### config.mk
export PLATFORM = sky130hd
export DESIGN_NAME = gcn_agg_top
export DESIGN_NICKNAME = d
export VERILOG_FILES = /design/src/hdl/gcn_pkg.sv /design/src/hdl/adj_builder.sv /design/src/hdl/feat_aggregator.sv /design/src/hdl/gcn_agg_top.sv /design/src/hdl/gcn_ctrl.sv
export VERILOG_INCLUDE_DIRS = /design/src /design/src/hdl
export SDC_FILE = /design/constraint.sdc
export NUM_CORES = 1
export LEC_CHECK = 0
export ABC_CLOCK_PERIOD_IN_PS = 5700
export BUFFER_PORTS_ARGS = -buffer_cell sky130_fd_sc_hd__clkbuf_2
export CAP_MARGIN = 30
export CORE_AREA = 4 4 178 180
export DETAILED_ROUTE_END_ITERATION = 8
export DIE_AREA = 0 0 182 184
export MAX_ROUTING_LAYER = met4
export PLACE_DENSITY = 0.45
export SYNTH_ARGS = -nofsm -noshare
export SYNTH_HDL_FRONTEND = slang
export SYNTH_SLANG_ARGS = --single-unit
### constraint.sdc
create_clock -name clk -period 5.7 [get_ports clk]
set_input_delay 1.14 -clock clk [delete_from_list [all_inputs] [get_ports clk]]
set_output_delay 1.14 -clock clk [all_outputs]
set_load 0.01 [all_outputs]
### src/hdl/gcn_macros.svh
`ifndef GCN_MACROS_SVH
`define GCN_MACROS_SVH

//////////////////////////////////////////////////////////////////////
// graph dimensions
//////////////////////////////////////////////////////////////////////

// number of graph nodes, also the length of one feature column
`define GCN_NUM_NODES 6

// edge slots carried by one job
`define GCN_NUM_EDGES 6

// feature columns per node
`define GCN_NUM_COLS 2

//////////////////////////////////////////////////////////////////////
// data widths
//////////////////////////////////////////////////////////////////////

`define GCN_FEAT_W 5      // one unsigned feature element

// one-based node id, 0 marks an empty edge slot
`define GCN_NODE_ID_W 3

// room for GCN_NUM_NODES * (2**GCN_FEAT_W - 1) = 186
`define GCN_SUM_W 8

`endif

### src/hdl/gcn_pkg.sv
`include "gcn_macros.svh"

package gcn_pkg;

    //////////////////////////////////////////////////////////////////////
    // job control
    //////////////////////////////////////////////////////////////////////

    typedef enum logic [1:0] {
        IDLE      = 2'd0,   // waiting for a job
        BUILD     = 2'd1,   // one edge per cycle into the matrix
        AGGREGATE = 2'd2,   // sums of one node loaded
        EMIT      = 2'd3    // result offered downstream
    } gcn_state_e;

    //////////////////////////////////////////////////////////////////////
    // data types
    //////////////////////////////////////////////////////////////////////

    // ids as they arrive in the edge list, node n is id n+1
    typedef logic [`GCN_NODE_ID_W-1:0] node_id_t;

    // zero-based index, shared by edge slots and nodes
    typedef logic [2:0] node_idx_t;

    typedef logic [`GCN_FEAT_W-1:0] feat_t;
    typedef logic [`GCN_SUM_W-1:0]  sum_t;

    // bit m set means node m is a neighbour
    typedef logic [`GCN_NUM_NODES-1:0] adj_row_t;

endpackage
### src/hdl/adj_builder.sv
`timescale 1ns/1ps
`include "gcn_macros.svh"

module adj_builder import gcn_pkg::*; (
    input  logic                               clk,
    input  logic                               rst_n,

    input  logic                               capture,
    input  logic                               build_en,
    input  node_id_t [`GCN_NUM_EDGES-1:0]      edge_src,
    input  node_id_t [`GCN_NUM_EDGES-1:0]      edge_dst,

    input  node_idx_t                          edge_idx,   // slot decoded in BUILD
    input  node_idx_t                          node_idx,   // row read out
    output adj_row_t                           adj_row
);

    node_id_t [`GCN_NUM_EDGES-1:0] src_r;
    node_id_t [`GCN_NUM_EDGES-1:0] dst_r;

    adj_row_t [`GCN_NUM_NODES-1:0] adj_mat;
    adj_row_t [`GCN_NUM_NODES-1:0] adj_next;

    adj_row_t mask_a;
    adj_row_t mask_b;
    logic     pair_ok;

    // one-hot of a one-based id, ids 0 and above the node count give zero
    function automatic adj_row_t id_to_mask(input node_id_t id);
        adj_row_t mask;
        mask = '0;
        for (int n = 0; n < `GCN_NUM_NODES; n++) begin
            if (id == node_id_t'(n + 1))
                mask[n] = 1'b1;
        end
        return mask;
    endfunction

    //////////////////////////////////////////////////////////////////////
    // edge decode
    //////////////////////////////////////////////////////////////////////

    assign mask_a  = id_to_mask(src_r[edge_idx]);
    assign mask_b  = id_to_mask(dst_r[edge_idx]);
    assign pair_ok = (|mask_a) && (|mask_b);   // both ends must be real nodes

    // each endpoint picks up the other one as a neighbour
    // a self loop lands the same bit twice, which ORs to one
    always_comb begin
        for (int r = 0; r < `GCN_NUM_NODES; r++) begin
            adj_next[r] = adj_mat[r];
            if (pair_ok) begin
                if (mask_a[r])
                    adj_next[r] = adj_next[r] | mask_b;
                if (mask_b[r])
                    adj_next[r] = adj_next[r] | mask_a;
            end
        end
    end

    //////////////////////////////////////////////////////////////////////
    // edge list and matrix storage
    //////////////////////////////////////////////////////////////////////

    always_ff @(posedge clk or negedge rst_n) begin
        if (!rst_n) begin
            src_r   <= '0;
            dst_r   <= '0;
            adj_mat <= '0;
        end else if (capture) begin
            src_r   <= edge_src;
            dst_r   <= edge_dst;
            adj_mat <= '0;          // previous job's edges go away here
        end else if (build_en) begin
            adj_mat <= adj_next;
        end
    end

    assign adj_row = adj_mat[node_idx];

endmodule

### src/hdl/feat_aggregator.sv
`timescale 1ns/1ps
`include "gcn_macros.svh"

module feat_aggregator import gcn_pkg::*; (
    input  logic                                          clk,
    input  logic                                          rst_n,

    input  logic                                          capture,
    input  logic                                          sum_load,

    // [column][node]
    input  feat_t [`GCN_NUM_COLS-1:0][`GCN_NUM_NODES-1:0] features,

    input  adj_row_t                                      adj_row,
    input  node_idx_t                                     node_idx,

    output node_idx_t                                     out_node,
    output sum_t [`GCN_NUM_COLS-1:0]                      out_sum
);

    // tree leaves padded up to a power of two
    localparam int TREE_LVLS = $clog2(`GCN_NUM_NODES);
    localparam int LEAVES    = 1 << TREE_LVLS;
    localparam int TREE_SIZE = 2 * LEAVES - 1;

    feat_t [`GCN_NUM_COLS-1:0][`GCN_NUM_NODES-1:0] feat_r;

    sum_t tree [`GCN_NUM_COLS][TREE_SIZE];   // heap order, root at 0
    sum_t [`GCN_NUM_COLS-1:0] col_sum;

    //////////////////////////////////////////////////////////////////////
    // feature register
    //////////////////////////////////////////////////////////////////////

    always_ff @(posedge clk or negedge rst_n) begin
        if (!rst_n) begin
            feat_r <= '0;
        end else if (capture) begin
            feat_r <= features;
        end
    end

    //////////////////////////////////////////////////////////////////////
    // masked adder tree, one per column
    //////////////////////////////////////////////////////////////////////

    always_comb begin
        for (int c = 0; c < `GCN_NUM_COLS; c++) begin
            // padding leaves stay zero
            for (int l = 0; l < LEAVES; l++) begin
                tree[c][LEAVES-1+l] = '0;
            end

            // only neighbours of the selected node feed the tree
            for (int l = 0; l < `GCN_NUM_NODES; l++) begin
                if (adj_row[l])
                    tree[c][LEAVES-1+l] = sum_t'(feat_r[c][l]);
            end

            // inner nodes, walked from the bottom up
            for (int i = LEAVES - 2; i >= 0; i--) begin
                tree[c][i] = tree[c][2*i+1] + tree[c][2*i+2];
            end

            col_sum[c] = tree[c][0];
        end
    end

    //////////////////////////////////////////////////////////////////////
    // output register
    //////////////////////////////////////////////////////////////////////

    // loaded once per node, then held while the consumer stalls
    always_ff @(posedge clk or negedge rst_n) begin
        if (!rst_n) begin
            out_sum  <= '0;
            out_node <= '0;
        end else if (sum_load) begin
            out_sum  <= col_sum;
            out_node <= node_idx;
        end
    end

endmodule

### src/hdl/gcn_agg_top.sv
`timescale 1ns/1ps
`include "gcn_macros.svh"

module gcn_agg_top import gcn_pkg::*; (
    input  logic                                          clk,
    input  logic                                          rst_n,

    // job input
    input  logic                                          in_valid,
    output logic                                          in_ready,
    input  node_id_t [`GCN_NUM_EDGES-1:0]                 edge_src,
    input  node_id_t [`GCN_NUM_EDGES-1:0]                 edge_dst,
    input  feat_t [`GCN_NUM_COLS-1:0][`GCN_NUM_NODES-1:0] features,

    // result stream, one node per transfer
    output logic                                          out_valid,
    input  logic                                          out_ready,
    output node_idx_t                                     out_node,
    output sum_t [`GCN_NUM_COLS-1:0]                      out_sum
);

    logic      capture;
    logic      build_en;
    logic      sum_load;
    node_idx_t edge_idx;
    node_idx_t node_idx;
    adj_row_t  adj_row;     // neighbours of node_idx

    //////////////////////////////////////////////////////////////////////
    // control
    //////////////////////////////////////////////////////////////////////

    gcn_ctrl u_ctrl (
        .clk       (clk),
        .rst_n     (rst_n),
        .in_valid  (in_valid),
        .in_ready  (in_ready),
        .out_valid (out_valid),
        .out_ready (out_ready),
        .capture   (capture),
        .build_en  (build_en),
        .sum_load  (sum_load),
        .edge_idx  (edge_idx),
        .node_idx  (node_idx)
    );

    //////////////////////////////////////////////////////////////////////
    // datapath
    //////////////////////////////////////////////////////////////////////

    adj_builder u_adj (
        .clk      (clk),
        .rst_n    (rst_n),
        .capture  (capture),
        .build_en (build_en),
        .edge_src (edge_src),
        .edge_dst (edge_dst),
        .edge_idx (edge_idx),
        .node_idx (node_idx),
        .adj_row  (adj_row)
    );

    feat_aggregator u_agg (
        .clk      (clk),
        .rst_n    (rst_n),
        .capture  (capture),
        .sum_load (sum_load),
        .features (features),
        .adj_row  (adj_row),
        .node_idx (node_idx),
        .out_node (out_node),
        .out_sum  (out_sum)
    );

endmodule

### src/hdl/gcn_ctrl.sv
`timescale 1ns/1ps
`include "gcn_macros.svh"

module gcn_ctrl import gcn_pkg::*; (
    input  logic      clk,
    input  logic      rst_n,

    // job input handshake
    input  logic      in_valid,
    output logic      in_ready,

    // result stream handshake
    output logic      out_valid,
    input  logic      out_ready,

    // controls to the data blocks
    output logic      capture,
    output logic      build_en,
    output logic      sum_load,
    output node_idx_t edge_idx,
    output node_idx_t node_idx
);

    gcn_state_e state;

    logic last_edge;
    logic last_node;
    logic transfer;

    //////////////////////////////////////////////////////////////////////
    // decoded outputs
    //////////////////////////////////////////////////////////////////////

    assign in_ready  = (state == IDLE);
    assign build_en  = (state == BUILD);
    assign sum_load  = (state == AGGREGATE);
    assign out_valid = (state == EMIT);

    assign capture  = in_valid && in_ready;    // one cycle, IDLE only
    assign transfer = out_valid && out_ready;

    assign last_edge = (edge_idx == node_idx_t'(`GCN_NUM_EDGES - 1));
    assign last_node = (node_idx == node_idx_t'(`GCN_NUM_NODES - 1));

    //////////////////////////////////////////////////////////////////////
    // state register and counters
    //////////////////////////////////////////////////////////////////////

    always_ff @(posedge clk or negedge rst_n) begin
        if (!rst_n) begin
            state    <= IDLE;
            edge_idx <= '0;
            node_idx <= '0;
        end else begin
            case (state)
                IDLE: begin
                    if (capture)
                        state <= BUILD;
                end

                BUILD: begin
                    if (last_edge) begin
                        edge_idx <= '0;      // ready for the next job
                        state    <= AGGREGATE;
                    end else begin
                        edge_idx <= edge_idx + 1'b1;
                    end
                end

                // sums of node_idx get registered this cycle
                AGGREGATE: begin
                    state <= EMIT;
                end

                // hold here for as long as the consumer stalls
                EMIT: begin
                    if (transfer) begin
                        if (last_node) begin
                            node_idx <= '0;
                            state    <= IDLE;
                        end else begin
                            node_idx <= node_idx + 1'b1;
                            state    <= AGGREGATE;
                        end
                    end
                end

                default: begin
                    state <= IDLE;
                end
            endcase
        end
    end

endmodule

==> reports/qor_table.md <==
| Quantity | Value |
|---|---|
| Outcome | finished clean |
| Number of standard cells after synthesis | 970 |
| Internal Power | 3.25 mW |
| Vias per cell | 4.42 |
| Number of CTS-inserted buffers | 17 |
| Initial DRT Pass Iterations | 4 |
| Class of the tightest hold or removal check | flip-flop to flip-flop |
| Antenna Violating Nets Remaining | 0 |
| Starting Density | 0.295 |
| Number of violations of the max-capacitance limit | 0 |
| Antenna violations before repair | 0 |
| Netlist area before placement | 8890 um^2 |
| Count of port buffers added during placement | 120 |
| Count of standard-cell rows | 64 |
| Sequential element share of the synthesized area | 0.447 |
| WL per Instance | 14.9 um |
| Max incr delay on CP | 0.59 ns |
| Slew Limit Headroom | 0.358 |
| Htree depth | 4 |
| Number of pins with negative max-slew slack in the final report | 0 |
| Non-filler instance count after layout | 1496 |
| Number of different library cells in the post-synthesis netlist | 53 |
| Switching power share of the total | 0.407 |
| Worst hold margin | 0.468 ns |
| Commonest register cell after synthesis | sky130_fd_sc_hd__dfrtp_1 |
| Sort of element at the start of the critical path | flip-flop |
| Clock tree sinks | 159 |
| Area growth from synthesis to layout | 18.6% |
| Area share of the leading cell type in the synthesized netlist | 0.447 |
| Pwr Density | 519 nW/um^2 |
| Routed Wire Length | 22.2 mm |
| Net count reported at finish | 1249 |
| Post-layout min period | 4.83 ns |
| Cell-by-cell listing of the critical path | buf_4, mux2_2, a22oi_1, buf_4, nor2b_1, ha_1, fa_1, xor2_1, fa_1, inv_1, fa_1, inv_1, ha_1, a21o_1, a21o_1, a21o_1, a21oi_1, xnor2_1, o21ai_0 |
| Number of synthesis warnings | 0 |
| Die boundary height | 184 um |
| Buffers inserted during post-CTS setup optimization | 0 |
| Worst EP arrival | 5.12 ns |
| Global-route usage over all layers | 0.141 |
| Post-cts hold buffer count | 0 |
| Critical register-to-register path startpoint | u_ctrl.node_idx[0] |
| Largest fanout on the critical path | 14 |
| Number of global-route vias before repair | 6714 |
| Clock group share of total power | 0.213 |
| Type of the worst setup path | flip-flop to flip-flop |
| Pin count of the biggest net entering global routing | 95 |
| Insertion delay of the later-clocked pin in the worst-skew pair | 0.43 ns |
| Final setup vio count | 0 |
| Dominant cells by area after synthesis | sky130_fd_sc_hd__dfrtp_1, sky130_fd_sc_hd__nand2_1, sky130_fd_sc_hd__ha_1, sky130_fd_sc_hd__fa_1, sky130_fd_sc_hd__nor2b_1 |
| Setup total negative slack | 0 ns |
| Wire length of the first global-routing pass | 36.7 mm |
| Layout cell share with drive strength beyond 1 | 0.183 |
| Power share of the sequential group | 0.349 |
| Reported net switching power | 2.23 mW |
| Slew at the pin with the worst max-slew slack | 0.963 ns |
| IR Drop Worst-Case VDD | 0.241 mV |
| CP Launch Point | u_ctrl.node_idx[0] |
| Leakage | 5.60 nW |
| Unrepaired setup endpoints after global routing | false |
| Maximum number of buffers from clock root to sink | 2 |
| Final cycle utilization of the critical path | 0.847 |
| Crit path buf inv count | 4 |
| Width of the chip | 182 um |
| Worst Skew | 0.0120 ns |
| Final RePlAce weighted congestion | 0.827 |
| Root Buffer | sky130_fd_sc_hd__clkbuf_16 |
| Async set-or-reset flop fraction in the synthesized netlist | 1.00 |
| Floorplan Core Area | 30200 um^2 |
| Most area-hungry cell type in the Yosys netlist | sky130_fd_sc_hd__dfrtp_1 |
| Number of enable flip-flop cells after synthesis | 0 |
| Worst EP required | 5.99 ns |
| Total die area | 33500 um^2 |
| # placed instances | 1464 |
| Clock slew at reported path FFs | 0.07 ns |
| Post-synthesis sequential element count | 159 |
| Number of cells upsized or downsized after cts | 0 |
| Post-route DRC | 0 |
| Nets in the synthesized netlist | 1132 |
| Hold Violations, Final | 0 |
| Dpl hpwl | 16.4 mm |
| Average cell area after synthesis | 9.17 um^2 |
| Total grt overflow | 0 |
| CTS tree | built |
| Peak Freq | 0.207 GHz |
| Start point of the worst min-delay path | u_agg.feat_r[14] |
| Nature of the critical path endpoint | flip-flop |
| Number of diodes added for antenna fixing | 0 |
| Number of top-level pins | 121 |
| Via count of the routed design | 6619 |
| Register-to-register path setup slack | 0.87 ns |
| Combinational Power Share | 0.438 |
| Iter 0 DRT Violations | 373 |
| CP top delay family | adder cells |
| CP max stage cell | sky130_fd_sc_hd__fa_1 |
| Final core occ | 0.349 |
cell families (layout without fill, tap and decap cells):
group,after synthesis,in the layout,share of synthesized area
AO/OA/AOI/OAI,119,119,0.0895
XOR/XNOR,25,25,0.0246
adder cells (fa/ha/maj),62,62,0.107
buffers and inverters,92,222,0.0431
flip-flops,159,159,0.447
multiplexers,41,41,0.0592
AND/OR/NAND/NOR,472,472,0.229
cell usage after synthesis, types with 7 or more instances:
master and n:
sky130_fd_sc_hd__nand2_1 337, sky130_fd_sc_hd__dfrtp_1 159, sky130_fd_sc_hd__nor2b_1 59, sky130_fd_sc_hd__inv_1 55, sky130_fd_sc_hd__ha_1 39, sky130_fd_sc_hd__a21oi_1 34, sky130_fd_sc_hd__nor2_1 30, sky130_fd_sc_hd__clkbuf_1 28
sky130_fd_sc_hd__a21o_1 24, sky130_fd_sc_hd__fa_1 23, sky130_fd_sc_hd__mux2i_1 20, sky130_fd_sc_hd__xnor2_1 17, sky130_fd_sc_hd__o21ai_0 16, sky130_fd_sc_hd__mux2_2 13, sky130_fd_sc_hd__nand3_1 9, sky130_fd_sc_hd__nor3_1 9
sky130_fd_sc_hd__mux4_2 8, sky130_fd_sc_hd__nand2b_1 8, sky130_fd_sc_hd__o21a_1 8, sky130_fd_sc_hd__xor2_1 8, sky130_fd_sc_hd__o22ai_1 7
layer usage:
layer | global-route usage | vias to the layer above | routed length (um)
met3 | 0.0332 | 15 | 949
met4 | 0.0306 | 0 | 254
met2 | 0.209 | 118 | 9960
met5 | - | - | 0
li1 | - | 3374 | -
met1 | 0.199 | 3112 | 11100
power groups by stage:
stage                     clock [mW]  combinational (mW)  sequential (mW)
after floorplan                    0                1.84             1.80
after global placement             0                2.41             1.93
after detailed placement           0                2.43             1.93
after CTS                       1.20                2.44             1.92
after global routing            1.25                2.76             1.98
final                           1.17                2.40             1.91
final timing paths:
path                       cells past startpoint               end
max reg2reg                                   19  u_agg.out_sum[6]
max                                           19  u_agg.out_sum[6]
min reg2reg                                    2  u_agg.feat_r[14]
min in group asynchronous                      1  u_agg.feat_r[31]
max in group asynchronous                      2  u_agg.out_sum[1]
min                                            2  u_agg.feat_r[14]
cells in the final DEF, fill, tap and decap left out, drive strengths merged, types with 2 or more instances in the layout:
master | netlist | final
nor3 | 11 | 11
nor2b | 59 | 59
fa | 23 | 23
o31ai | 2 | 2
or3 | 3 | 3
a31oi | 3 | 3
and2 | 3 | 3
clkinv | 0 | 5
o221a | 2 | 2
xor2 | 8 | 8
dfrtp | 159 | 159
mux4 | 8 | 8
buf | 9 | 16
a21o | 24 | 24
mux2 | 13 | 13
ha | 39 | 39
clkbuf | 28 | 137
o211ai | 2 | 2
inv | 55 | 59
nor2 | 31 | 31
xnor2 | 17 | 17
a21oi | 35 | 35
o21ai | 20 | 20
clkinvlp | 0 | 3
nand3 | 9 | 9
nand2 | 337 | 337
o21bai | 5 | 5
a22oi | 5 | 5
o21a | 8 | 8
mux2i | 20 | 20
o22ai | 7 | 7
bufinv | 0 | 2
or2 | 2 | 2
and3 | 3 | 3
nand2b | 9 | 9
area by class of cell:
class / count / area, um^2
flip-flops and latches: 159 / 3980
inverters: 55 / 206
clock inverters: 14 / 156
fillers: 3169 / 19600
well taps: 396 / 495
repair buffers: 135 / 732
clock buffers: 18 / 439
multi-input cells: 719 / 4540
stage by stage:
| step | worst slack, ns | total power [mW] | area (um^2) |
|---|---|---|---|
| after floorplan | 0.489 | 3.64 | 8890 |
| after global placement | 0.870 | 4.34 | 9950 |
| after detailed placement | 0.829 | 4.36 | 9950 |
| after CTS | 0.830 | 5.56 | 10500 |
| after global routing | 0.483 | 5.99 | 10500 |
| final | 0.875 | 5.48 | 10500 |
state kept, by name, summed over array words and instances (netlist names):
register         cells
u_ctrl.state         2
u_adj.adj_mat       36
u_agg.out_sum       16
u_agg.out_node       3
u_agg.feat_r        60
u_adj.src_r         18
u_ctrl.edge_idx      3
u_ctrl.node_idx      3
u_adj.dst_r         18
worst min-delay path, stage by stage, from the launching register on:
cell and delay [ns]:
sky130_fd_sc_hd__dfrtp_1 0.34, sky130_fd_sc_hd__nand2_1 0.05, sky130_fd_sc_hd__nand2_1 0.05
Power figures use the tool's default switching activity.
